==> src/hw/bt_pkg.sv <==
package bt_pkg;

  ////////////////////////////////////////////////////////////
  // timing
  ////////////////////////////////////////////////////////////

  // clk_6M cycles in one microsecond
  localparam int CYCLES_PER_US = 6;
  // 312.5 us, one CLKN tick
  localparam int CYCLES_PER_HALF_SLOT = 1875;

  // divider counter widths
  localparam int US_CNT_W = 3;
  localparam int HALF_SLOT_CNT_W = 11;

  ////////////////////////////////////////////////////////////
  // widths
  ////////////////////////////////////////////////////////////

  // native and piconet clock
  localparam int CLK_W = 28;

  // access code and correlator
  localparam int SYNC_W = 64;
  localparam int MATCH_W = 7;
  localparam int THRESH_W = 6;

  // device address fields
  localparam int LAP_W = 24;
  localparam int UAP_W = 8;
  // low uap nibble above the lap
  localparam int HOP_ADDR_W = 28;

  // scan interval and window, in slots
  localparam int SLOT_CNT_W = 16;

  ////////////////////////////////////////////////////////////
  // link state
  ////////////////////////////////////////////////////////////

  typedef enum logic [1:0] {
    ST_STANDBY      = 2'd0,
    ST_PAGE_SCAN    = 2'd1,
    ST_INQUIRY_SCAN = 2'd2,
    ST_CONNECTION   = 2'd3
  } link_state_t;

endpackage

==> src/hw/bt_clock.sv <==
`timescale 1ns/1ps

module bt_clock
  import bt_pkg::*;
(
  input  logic             clk_6M,
  input  logic             rstz,
  input  logic             is_master,
  input  logic [CLK_W-1:0] time_base_offset,
  output logic             p_1us,
  output logic             slot_p,
  output logic [CLK_W-1:0] clkn,
  output logic [CLK_W-1:0] clk
);

  logic [US_CNT_W-1:0]        us_cnt;
  logic [HALF_SLOT_CNT_W-1:0] hs_cnt;
  logic                       us_last;
  logic                       hs_last;

  assign us_last = (us_cnt == US_CNT_W'(CYCLES_PER_US - 1));
  assign hs_last = (hs_cnt == HALF_SLOT_CNT_W'(CYCLES_PER_HALF_SLOT - 1));

  ////////////////////////////////////////////////////////////
  // 1 us tick
  ////////////////////////////////////////////////////////////

  always_ff @(posedge clk_6M or negedge rstz)
  begin
    if (!rstz)
    begin
      us_cnt <= '0;
      p_1us  <= 1'b0;
    end
    else
    begin
      us_cnt <= us_last ? '0 : us_cnt + 1'b1;
      p_1us  <= us_last;
    end
  end

  ////////////////////////////////////////////////////////////
  // half-slot divider and CLKN
  ////////////////////////////////////////////////////////////

  always_ff @(posedge clk_6M or negedge rstz)
  begin
    if (!rstz)
    begin
      hs_cnt <= '0;
      clkn   <= '0;
      slot_p <= 1'b0;
    end
    else
    begin
      hs_cnt <= hs_last ? '0 : hs_cnt + 1'b1;
      // slot boundary when CLKN bit 0 rolls back to 0
      slot_p <= hs_last & clkn[0];
      if (hs_last)
        clkn <= clkn + 1'b1;
    end
  end

  // slave clock runs at the master's phase, 28-bit wrap
  assign clk = is_master ? clkn : clkn + time_base_offset;

  p_1us_single_cycle: assert property (
    @(posedge clk_6M) disable iff (!rstz) p_1us |=> !p_1us
  );

endmodule

==> src/hw/bt_top.sv <==
`timescale 1ns/1ps

module bt_top
  import bt_pkg::*;
(
  input  logic                  clk_6M,
  input  logic                  rstz,
  input  logic                  is_master,
  input  logic [CLK_W-1:0]      time_base_offset,
  input  logic                  page_scan_enable,
  input  logic                  page_scan_cancel,
  input  logic                  inquiry_scan_enable,
  input  logic                  inquiry_scan_cancel,
  input  logic                  conn_detach,
  input  logic [SLOT_CNT_W-1:0] ps_interval,
  input  logic [SLOT_CNT_W-1:0] ps_window,
  input  logic [SLOT_CNT_W-1:0] is_interval,
  input  logic [SLOT_CNT_W-1:0] is_window,
  input  logic [SYNC_W-1:0]     syncword_dac,
  input  logic [SYNC_W-1:0]     syncword_giac,
  input  logic [SYNC_W-1:0]     syncword_cac,
  input  logic [UAP_W-1:0]      giac_uap,
  input  logic [UAP_W-1:0]      my_uap,
  input  logic [UAP_W-1:0]      master_uap,
  input  logic [LAP_W-1:0]      giac_lap,
  input  logic [LAP_W-1:0]      my_lap,
  input  logic [LAP_W-1:0]      master_lap,
  input  logic [THRESH_W-1:0]   corr_threshold,
  input  logic                  rx_bit,
  output logic [CLK_W-1:0]      clkn,
  output logic [CLK_W-1:0]      clk,
  output link_state_t           link_state,
  output logic                  rx_window,
  output logic [HOP_ADDR_W-1:0] hop_addr,
  output logic                  sync_hit
);

  logic              p_1us;
  logic              slot_p;
  logic [SYNC_W-1:0] access_code;

  bt_clock bt_clock_inst (
    .clk_6M           (clk_6M),
    .rstz             (rstz),
    .is_master        (is_master),
    .time_base_offset (time_base_offset),
    .p_1us            (p_1us),
    .slot_p           (slot_p),
    .clkn             (clkn),
    .clk              (clk)
  );

  scan_ctrl scan_ctrl_inst (
    .clk_6M              (clk_6M),
    .rstz                (rstz),
    .slot_p              (slot_p),
    .sync_hit            (sync_hit),
    .page_scan_enable    (page_scan_enable),
    .page_scan_cancel    (page_scan_cancel),
    .inquiry_scan_enable (inquiry_scan_enable),
    .inquiry_scan_cancel (inquiry_scan_cancel),
    .conn_detach         (conn_detach),
    .ps_interval         (ps_interval),
    .ps_window           (ps_window),
    .is_interval         (is_interval),
    .is_window           (is_window),
    .syncword_dac        (syncword_dac),
    .syncword_giac       (syncword_giac),
    .syncword_cac        (syncword_cac),
    .giac_uap            (giac_uap),
    .my_uap              (my_uap),
    .master_uap          (master_uap),
    .giac_lap            (giac_lap),
    .my_lap              (my_lap),
    .master_lap          (master_lap),
    .link_state          (link_state),
    .rx_window           (rx_window),
    .access_code         (access_code),
    .hop_addr            (hop_addr)
  );

  // receive path, sampled once per microsecond
  sync_correlator sync_correlator_inst (
    .clk_6M         (clk_6M),
    .rstz           (rstz),
    .p_1us          (p_1us),
    .rx_bit         (rx_bit),
    .rx_window      (rx_window),
    .access_code    (access_code),
    .corr_threshold (corr_threshold),
    .sync_hit       (sync_hit)
  );

endmodule

==> src/hw/scan_ctrl.sv <==
`timescale 1ns/1ps

module scan_ctrl
  import bt_pkg::*;
(
  input  logic                  clk_6M,
  input  logic                  rstz,
  input  logic                  slot_p,
  input  logic                  sync_hit,
  input  logic                  page_scan_enable,
  input  logic                  page_scan_cancel,
  input  logic                  inquiry_scan_enable,
  input  logic                  inquiry_scan_cancel,
  input  logic                  conn_detach,
  input  logic [SLOT_CNT_W-1:0] ps_interval,
  input  logic [SLOT_CNT_W-1:0] ps_window,
  input  logic [SLOT_CNT_W-1:0] is_interval,
  input  logic [SLOT_CNT_W-1:0] is_window,
  input  logic [SYNC_W-1:0]     syncword_dac,
  input  logic [SYNC_W-1:0]     syncword_giac,
  input  logic [SYNC_W-1:0]     syncword_cac,
  input  logic [UAP_W-1:0]      giac_uap,
  input  logic [UAP_W-1:0]      my_uap,
  input  logic [UAP_W-1:0]      master_uap,
  input  logic [LAP_W-1:0]      giac_lap,
  input  logic [LAP_W-1:0]      my_lap,
  input  logic [LAP_W-1:0]      master_lap,
  output link_state_t           link_state,
  output logic                  rx_window,
  output logic [SYNC_W-1:0]     access_code,
  output logic [HOP_ADDR_W-1:0] hop_addr
);

  link_state_t           state;
  link_state_t           next_state;
  logic [SLOT_CNT_W-1:0] slot_cnt;
  logic [SLOT_CNT_W:0]   slot_inc;
  logic [SLOT_CNT_W-1:0] cur_interval;
  logic [SLOT_CNT_W-1:0] cur_window;
  logic                  in_scan;

  ////////////////////////////////////////////////////////////
  // link state machine
  ////////////////////////////////////////////////////////////

  always_comb
  begin
    next_state = state;
    case (state)
      ST_STANDBY:
      begin
        // page scan wins over inquiry scan
        if (page_scan_enable)
          next_state = ST_PAGE_SCAN;
        else if (inquiry_scan_enable)
          next_state = ST_INQUIRY_SCAN;
      end
      ST_PAGE_SCAN:
      begin
        if (page_scan_cancel)
          next_state = ST_STANDBY;
        else if (sync_hit)
          next_state = ST_CONNECTION;
      end
      ST_INQUIRY_SCAN:
      begin
        // a hit here is an inquiry response, no state change
        if (inquiry_scan_cancel)
          next_state = ST_STANDBY;
      end
      ST_CONNECTION:
      begin
        if (conn_detach)
          next_state = ST_STANDBY;
      end
      default:
        next_state = ST_STANDBY;
    endcase
  end

  always_ff @(posedge clk_6M or negedge rstz)
  begin
    if (!rstz)
      state <= ST_STANDBY;
    else
      state <= next_state;
  end

  assign link_state = state;

  ////////////////////////////////////////////////////////////
  // scan window
  ////////////////////////////////////////////////////////////

  assign in_scan      = (state == ST_PAGE_SCAN) || (state == ST_INQUIRY_SCAN);
  assign cur_interval = (state == ST_INQUIRY_SCAN) ? is_interval : ps_interval;
  assign cur_window   = (state == ST_INQUIRY_SCAN) ? is_window : ps_window;
  assign slot_inc     = {1'b0, slot_cnt} + 1'b1;

  always_ff @(posedge clk_6M or negedge rstz)
  begin
    if (!rstz)
      slot_cnt <= '0;
    else if (next_state != state)
      slot_cnt <= '0;
    else if (in_scan && slot_p)
    begin
      // wrap once the interval is reached
      if (slot_inc >= {1'b0, cur_interval})
        slot_cnt <= '0;
      else
        slot_cnt <= slot_inc[SLOT_CNT_W-1:0];
    end
  end

  assign rx_window = (state == ST_CONNECTION) | (in_scan & (slot_cnt < cur_window));

  ////////////////////////////////////////////////////////////
  // access code and hop address by state
  ////////////////////////////////////////////////////////////

  always_comb
  begin
    case (state)
      ST_PAGE_SCAN:
      begin
        access_code = syncword_dac;
        hop_addr    = {my_uap[3:0], my_lap};
      end
      ST_INQUIRY_SCAN:
      begin
        access_code = syncword_giac;
        hop_addr    = {giac_uap[3:0], giac_lap};
      end
      default:
      begin
        access_code = syncword_cac;
        hop_addr    = {master_uap[3:0], master_lap};
      end
    endcase
  end

  state_legal: assert property (
    @(posedge clk_6M) disable iff (!rstz)
    state inside {ST_STANDBY, ST_PAGE_SCAN, ST_INQUIRY_SCAN, ST_CONNECTION}
  );

endmodule

==> src/hw/sync_correlator.sv <==
`timescale 1ns/1ps

module sync_correlator
  import bt_pkg::*;
(
  input  logic                clk_6M,
  input  logic                rstz,
  input  logic                p_1us,
  input  logic                rx_bit,
  input  logic                rx_window,
  input  logic [SYNC_W-1:0]   access_code,
  input  logic [THRESH_W-1:0] corr_threshold,
  output logic                sync_hit
);

  logic [1:0]         rx_meta;
  logic [SYNC_W-1:0]  sync_reg;
  logic               shift_d;
  logic [MATCH_W-1:0] agree_cnt;
  logic [MATCH_W-1:0] agree_min;

  ////////////////////////////////////////////////////////////
  // air bit resync and sampling
  ////////////////////////////////////////////////////////////

  always_ff @(posedge clk_6M or negedge rstz)
  begin
    if (!rstz)
      rx_meta <= 2'b00;
    else
      rx_meta <= {rx_meta[0], rx_bit};
  end

  // first bit on air ends up in bit 0
  always_ff @(posedge clk_6M or negedge rstz)
  begin
    if (!rstz)
    begin
      sync_reg <= '0;
      shift_d  <= 1'b0;
    end
    else
    begin
      shift_d <= p_1us;
      if (p_1us)
        sync_reg <= {rx_meta[1], sync_reg[SYNC_W-1:1]};
    end
  end

  ////////////////////////////////////////////////////////////
  // correlator
  ////////////////////////////////////////////////////////////

  always_comb
  begin
    agree_cnt = '0;
    for (int i = 0; i < SYNC_W; i++)
      agree_cnt = agree_cnt + MATCH_W'(sync_reg[i] ~^ access_code[i]);
  end

  // differing bits <= threshold, stated as agreeing bits
  assign agree_min = MATCH_W'(SYNC_W) - {1'b0, corr_threshold};

  // evaluated one clock after the shift
  always_ff @(posedge clk_6M or negedge rstz)
  begin
    if (!rstz)
      sync_hit <= 1'b0;
    else
      sync_hit <= shift_d & rx_window & (agree_cnt >= agree_min);
  end

  hit_inside_window: assert property (
    @(posedge clk_6M) disable iff (!rstz) $rose(sync_hit) |-> $past(rx_window)
  );

endmodule

==> config.mk <==
export PLATFORM = sky130hd
export DESIGN_NAME = bt_top
export DESIGN_NICKNAME = d
export VERILOG_FILES = /design/src/hw/bt_pkg.sv /design/src/hw/bt_clock.sv /design/src/hw/bt_top.sv /design/src/hw/scan_ctrl.sv /design/src/hw/sync_correlator.sv
export SDC_FILE = /design/constraint.sdc
export NUM_CORES = 1
export LEC_CHECK = 0
export ABC_AREA = 1
export BUFFER_PORTS_ARGS = -buffer_cell sky130_fd_sc_hd__buf_2
export CORE_MARGIN = 8
export CORE_UTILIZATION = 40
export CTS_BUF_LIST = sky130_fd_sc_hd__clkbuf_2
export DETAILED_ROUTE_END_ITERATION = 16
export PLACE_DENSITY = 0.77
export SKIP_LAST_GASP = 1
export SLEW_MARGIN = 10
export SYNTH_ARGS = -nofsm -noshare
export SYNTH_HDL_FRONTEND = slang
export SYNTH_SLANG_ARGS = --single-unit
==> constraint.sdc <==
create_clock -name clk_6M -period 23.7 [get_ports clk_6M]
set_input_delay 4.74 -clock clk_6M [delete_from_list [all_inputs] [get_ports clk_6M]]
set_output_delay 4.74 -clock clk_6M [all_outputs]
set_load 0.05 [all_outputs]
==> results.ini <==
[status]
status=completed

[hold_path]
hold_depth=0
hold_end=sync_correlator_inst.rx_meta[1]
hold_path_class=reg2reg
worstHoldStart=sync_correlator_inst.rx_meta[0]

[route]
vias=14566
drtIter0Drc=1053
firstDrtPassIters=6
viasPerCell=5.191
wl_per_cell_um=18.04
finalWirelength_mm=50.61
ant_nets=0
drc=0

[place]
gp_congestion=0.9859
placed_area_sq_um=16080
portBuffers=470
place_hpwl_mm=42.08
place_ws_ps=11570

[sta]
drv_slew=0
tns_ps=0
setup_slack_ps=11720
rsz0062_at_grt=no
final_hold_viol_count=0
tightest_slew_ps=1070
finalCritPeriodShare_pct=50.56
setup-violations-final=0
layout_min_cycle_time_ps=11980
worst_slew_margin_rel_pct=28.67
fin_skew_ps=87.82
fmax_mhz=83.46

[floorplanning]
start_util_pct=40.27
die_w_um=198.8
die_area_sq_um=39530
ios=483
core_area_sq_um=33200
rows=67
die_h_um=198.8

[critical_path]
worst_ep_required_time_ps=18960
ff2ff_path_depth=37
r2r-start=scan_ctrl_inst.link_state[0]
crit_path_start_kind=primary input
reg2reg_to=sync_correlator_inst.sync_hit
critPathMaxFanout=5
worst_ep_arrival_time_ps=7240
reg2reg_slack_ps=14480
end_kind=primary output
critPathKind=in2out

[cts]
root_buffer=clkbuf_2
cts_resized=0
insertion_delay_ps=700
cts_buffer_depth=2
numCtsBuffers=17
ctsHoldBuffers=0
cts_tree=yes
cts_sinks=130
htree_levels=4
path_clk_slew_ps=210
post_cts_buffers=0

[yosys]
synthTopCellsByArea=dfrtp_1, nand2_1, a21oi_1
ys_types=45
synth_ff_type=dfrtp_1
synth-warning-count=0
synthesis.nets=2454
yosys.area.top_type=dfrtp_1
synthCells=1915
yosysTopAreaCellShare_pct=24.34
postSynthAreaPerCell_sq_um=6.981
syn_area_sq_um=13370
async_reset_ff_share_pct=100.0
ys_seq_elements=130
synth_seq_area_share_pct=24.34
synth_edf_count=0

[grt]
grt_overflow_total=0
grt_antenna_before_repair=3
grt_pass1_vias=13923
gr-usage-all-layers_pct=24.13
grt_pass1_wl_mm=75.62
grt_max_degree=125

[cells_and_area]
nets=2881
drive_gt1_share_pct=23.10
multi_input_area_sq_um=9010
largest_reg_flops=64
final_core_util_pct=49.17
area_growth_pct=22.10
fillCellCount=3383
regArea_sq_um=3257
fin_area_sq_um=16320

[run]
maxCapViolations=0

## per-stage QoR
stage               std cells  hold WS (ps)
floorplan                1915         331.2
global placement         2771         371.7
detailed placement       2771         358.4
CTS                      2803         393.3
global route             2806         417.3
finish                   2806         390.0
## layout by cell type (no fill, tap or decap), types with 3 or more instances in the layout
cell,count
buf_2,469
nand2_1,446
a21oi_1,258
inv_1,217
nor2_1,212
dfrtp_1,129
o21ai_0,97
ha_1,86
xor2_1,76
nand3_1,67
fa_1,55
nand4_1,45
xnor2_1,40
mux2i_1,30
nor3_1,22
clkbuf_2,21
buf_4,9
nand3b_1,6
nand2_2,5
mux2_2,5
or2_2,4
nor2_4,4
diode_2,3
o21ai_1,3
and2_1,3
o21bai_1,3
a221o_1,3
nand3_2,3
clkinvlp_4,3
inv_6,3
## worst max path at each step
stage                              from                            end  slack [ps]  depth (start not counted)
floorplan           time_base_offset[4]                         clk[9]       12120                          7
global placement       syncword_giac[7]  sync_correlator_inst.sync_hit       11690                         31
detailed placement     syncword_giac[7]  sync_correlator_inst.sync_hit       11570                         31
CTS                 time_base_offset[0]                        clk[12]       11780                         12
global route        time_base_offset[0]                        clk[16]       11630                         12
finish              time_base_offset[0]                        clk[12]       11720                         12
## kinds of logic (layout without fill, tap and decap cells)
family | after synthesis | in the layout | share of synthesized area (%)
and+or+nand+nor | 824 | 824 | 25.87
xor gates and xnor gates | 116 | 116 | 7.600
DFF | 130 | 130 | 24.34
AOI/OAI and AO/OA | 375 | 375 | 14.49
adders and majority gates | 144 | 144 | 16.57
buffers and inverters | 291 | 731 | 8.471
muxes | 35 | 35 | 2.668
other | 0 | 3 | 0
## synth_stat cells, types with 2 or more instances
cell	n
clkbuf_1	30
nor2_1	212
nand4_1	45
a221o_1	3
mux2_2	5
nand3_2	3
buf_2	17
nand3_1	67
and2_1	3
or2_2	4
buf_1	21
nor2_2	2
a211oi_1	2
ha_1	89
nand3b_1	6
xor2_1	76
nor2_4	4
o21bai_1	3
nor3_1	22
buf_6	2
xnor2_1	40
fa_1	55
nand2_1	446
nor3_2	2
o22ai_1	2
nand2_2	5
mux2i_1	30
inv_2	2
o21ai_0	97
inv_1	217
a21oi_1	258
o21ai_1	3
dfrtp_1	130
## area by class of cell
type	instances	area share, %
multi-input combinational	1494	55.20
timing repair buffer	479	14.86
clock inverter	11	0.7972
antenna	3	0.04599
inverter	220	5.059
sequential	130	19.95
tap	448	3.434
clock buffer	21	0.6439
## layer usage
metal  track usage, %  wire length, um
met5                0                0
met4            6.066              923
met3            4.551             4001
met2            40.78            24540
met1            31.38            21140
## worst max-delay path: stages
cell and delay [ps]:
buf_2 120, ha_1 230, inv_1 90, fa_1 420, o21ai_2 280, inv_1 70, o21bai_1 390, nand2_1 140
nand3b_1 110, nand3_1 130, o21ai_0 180, buf_2 330
Power is left out: the tool's default activity adds up to more than one toggle a clock period on the data nets, which glitch-free logic cannot reach.
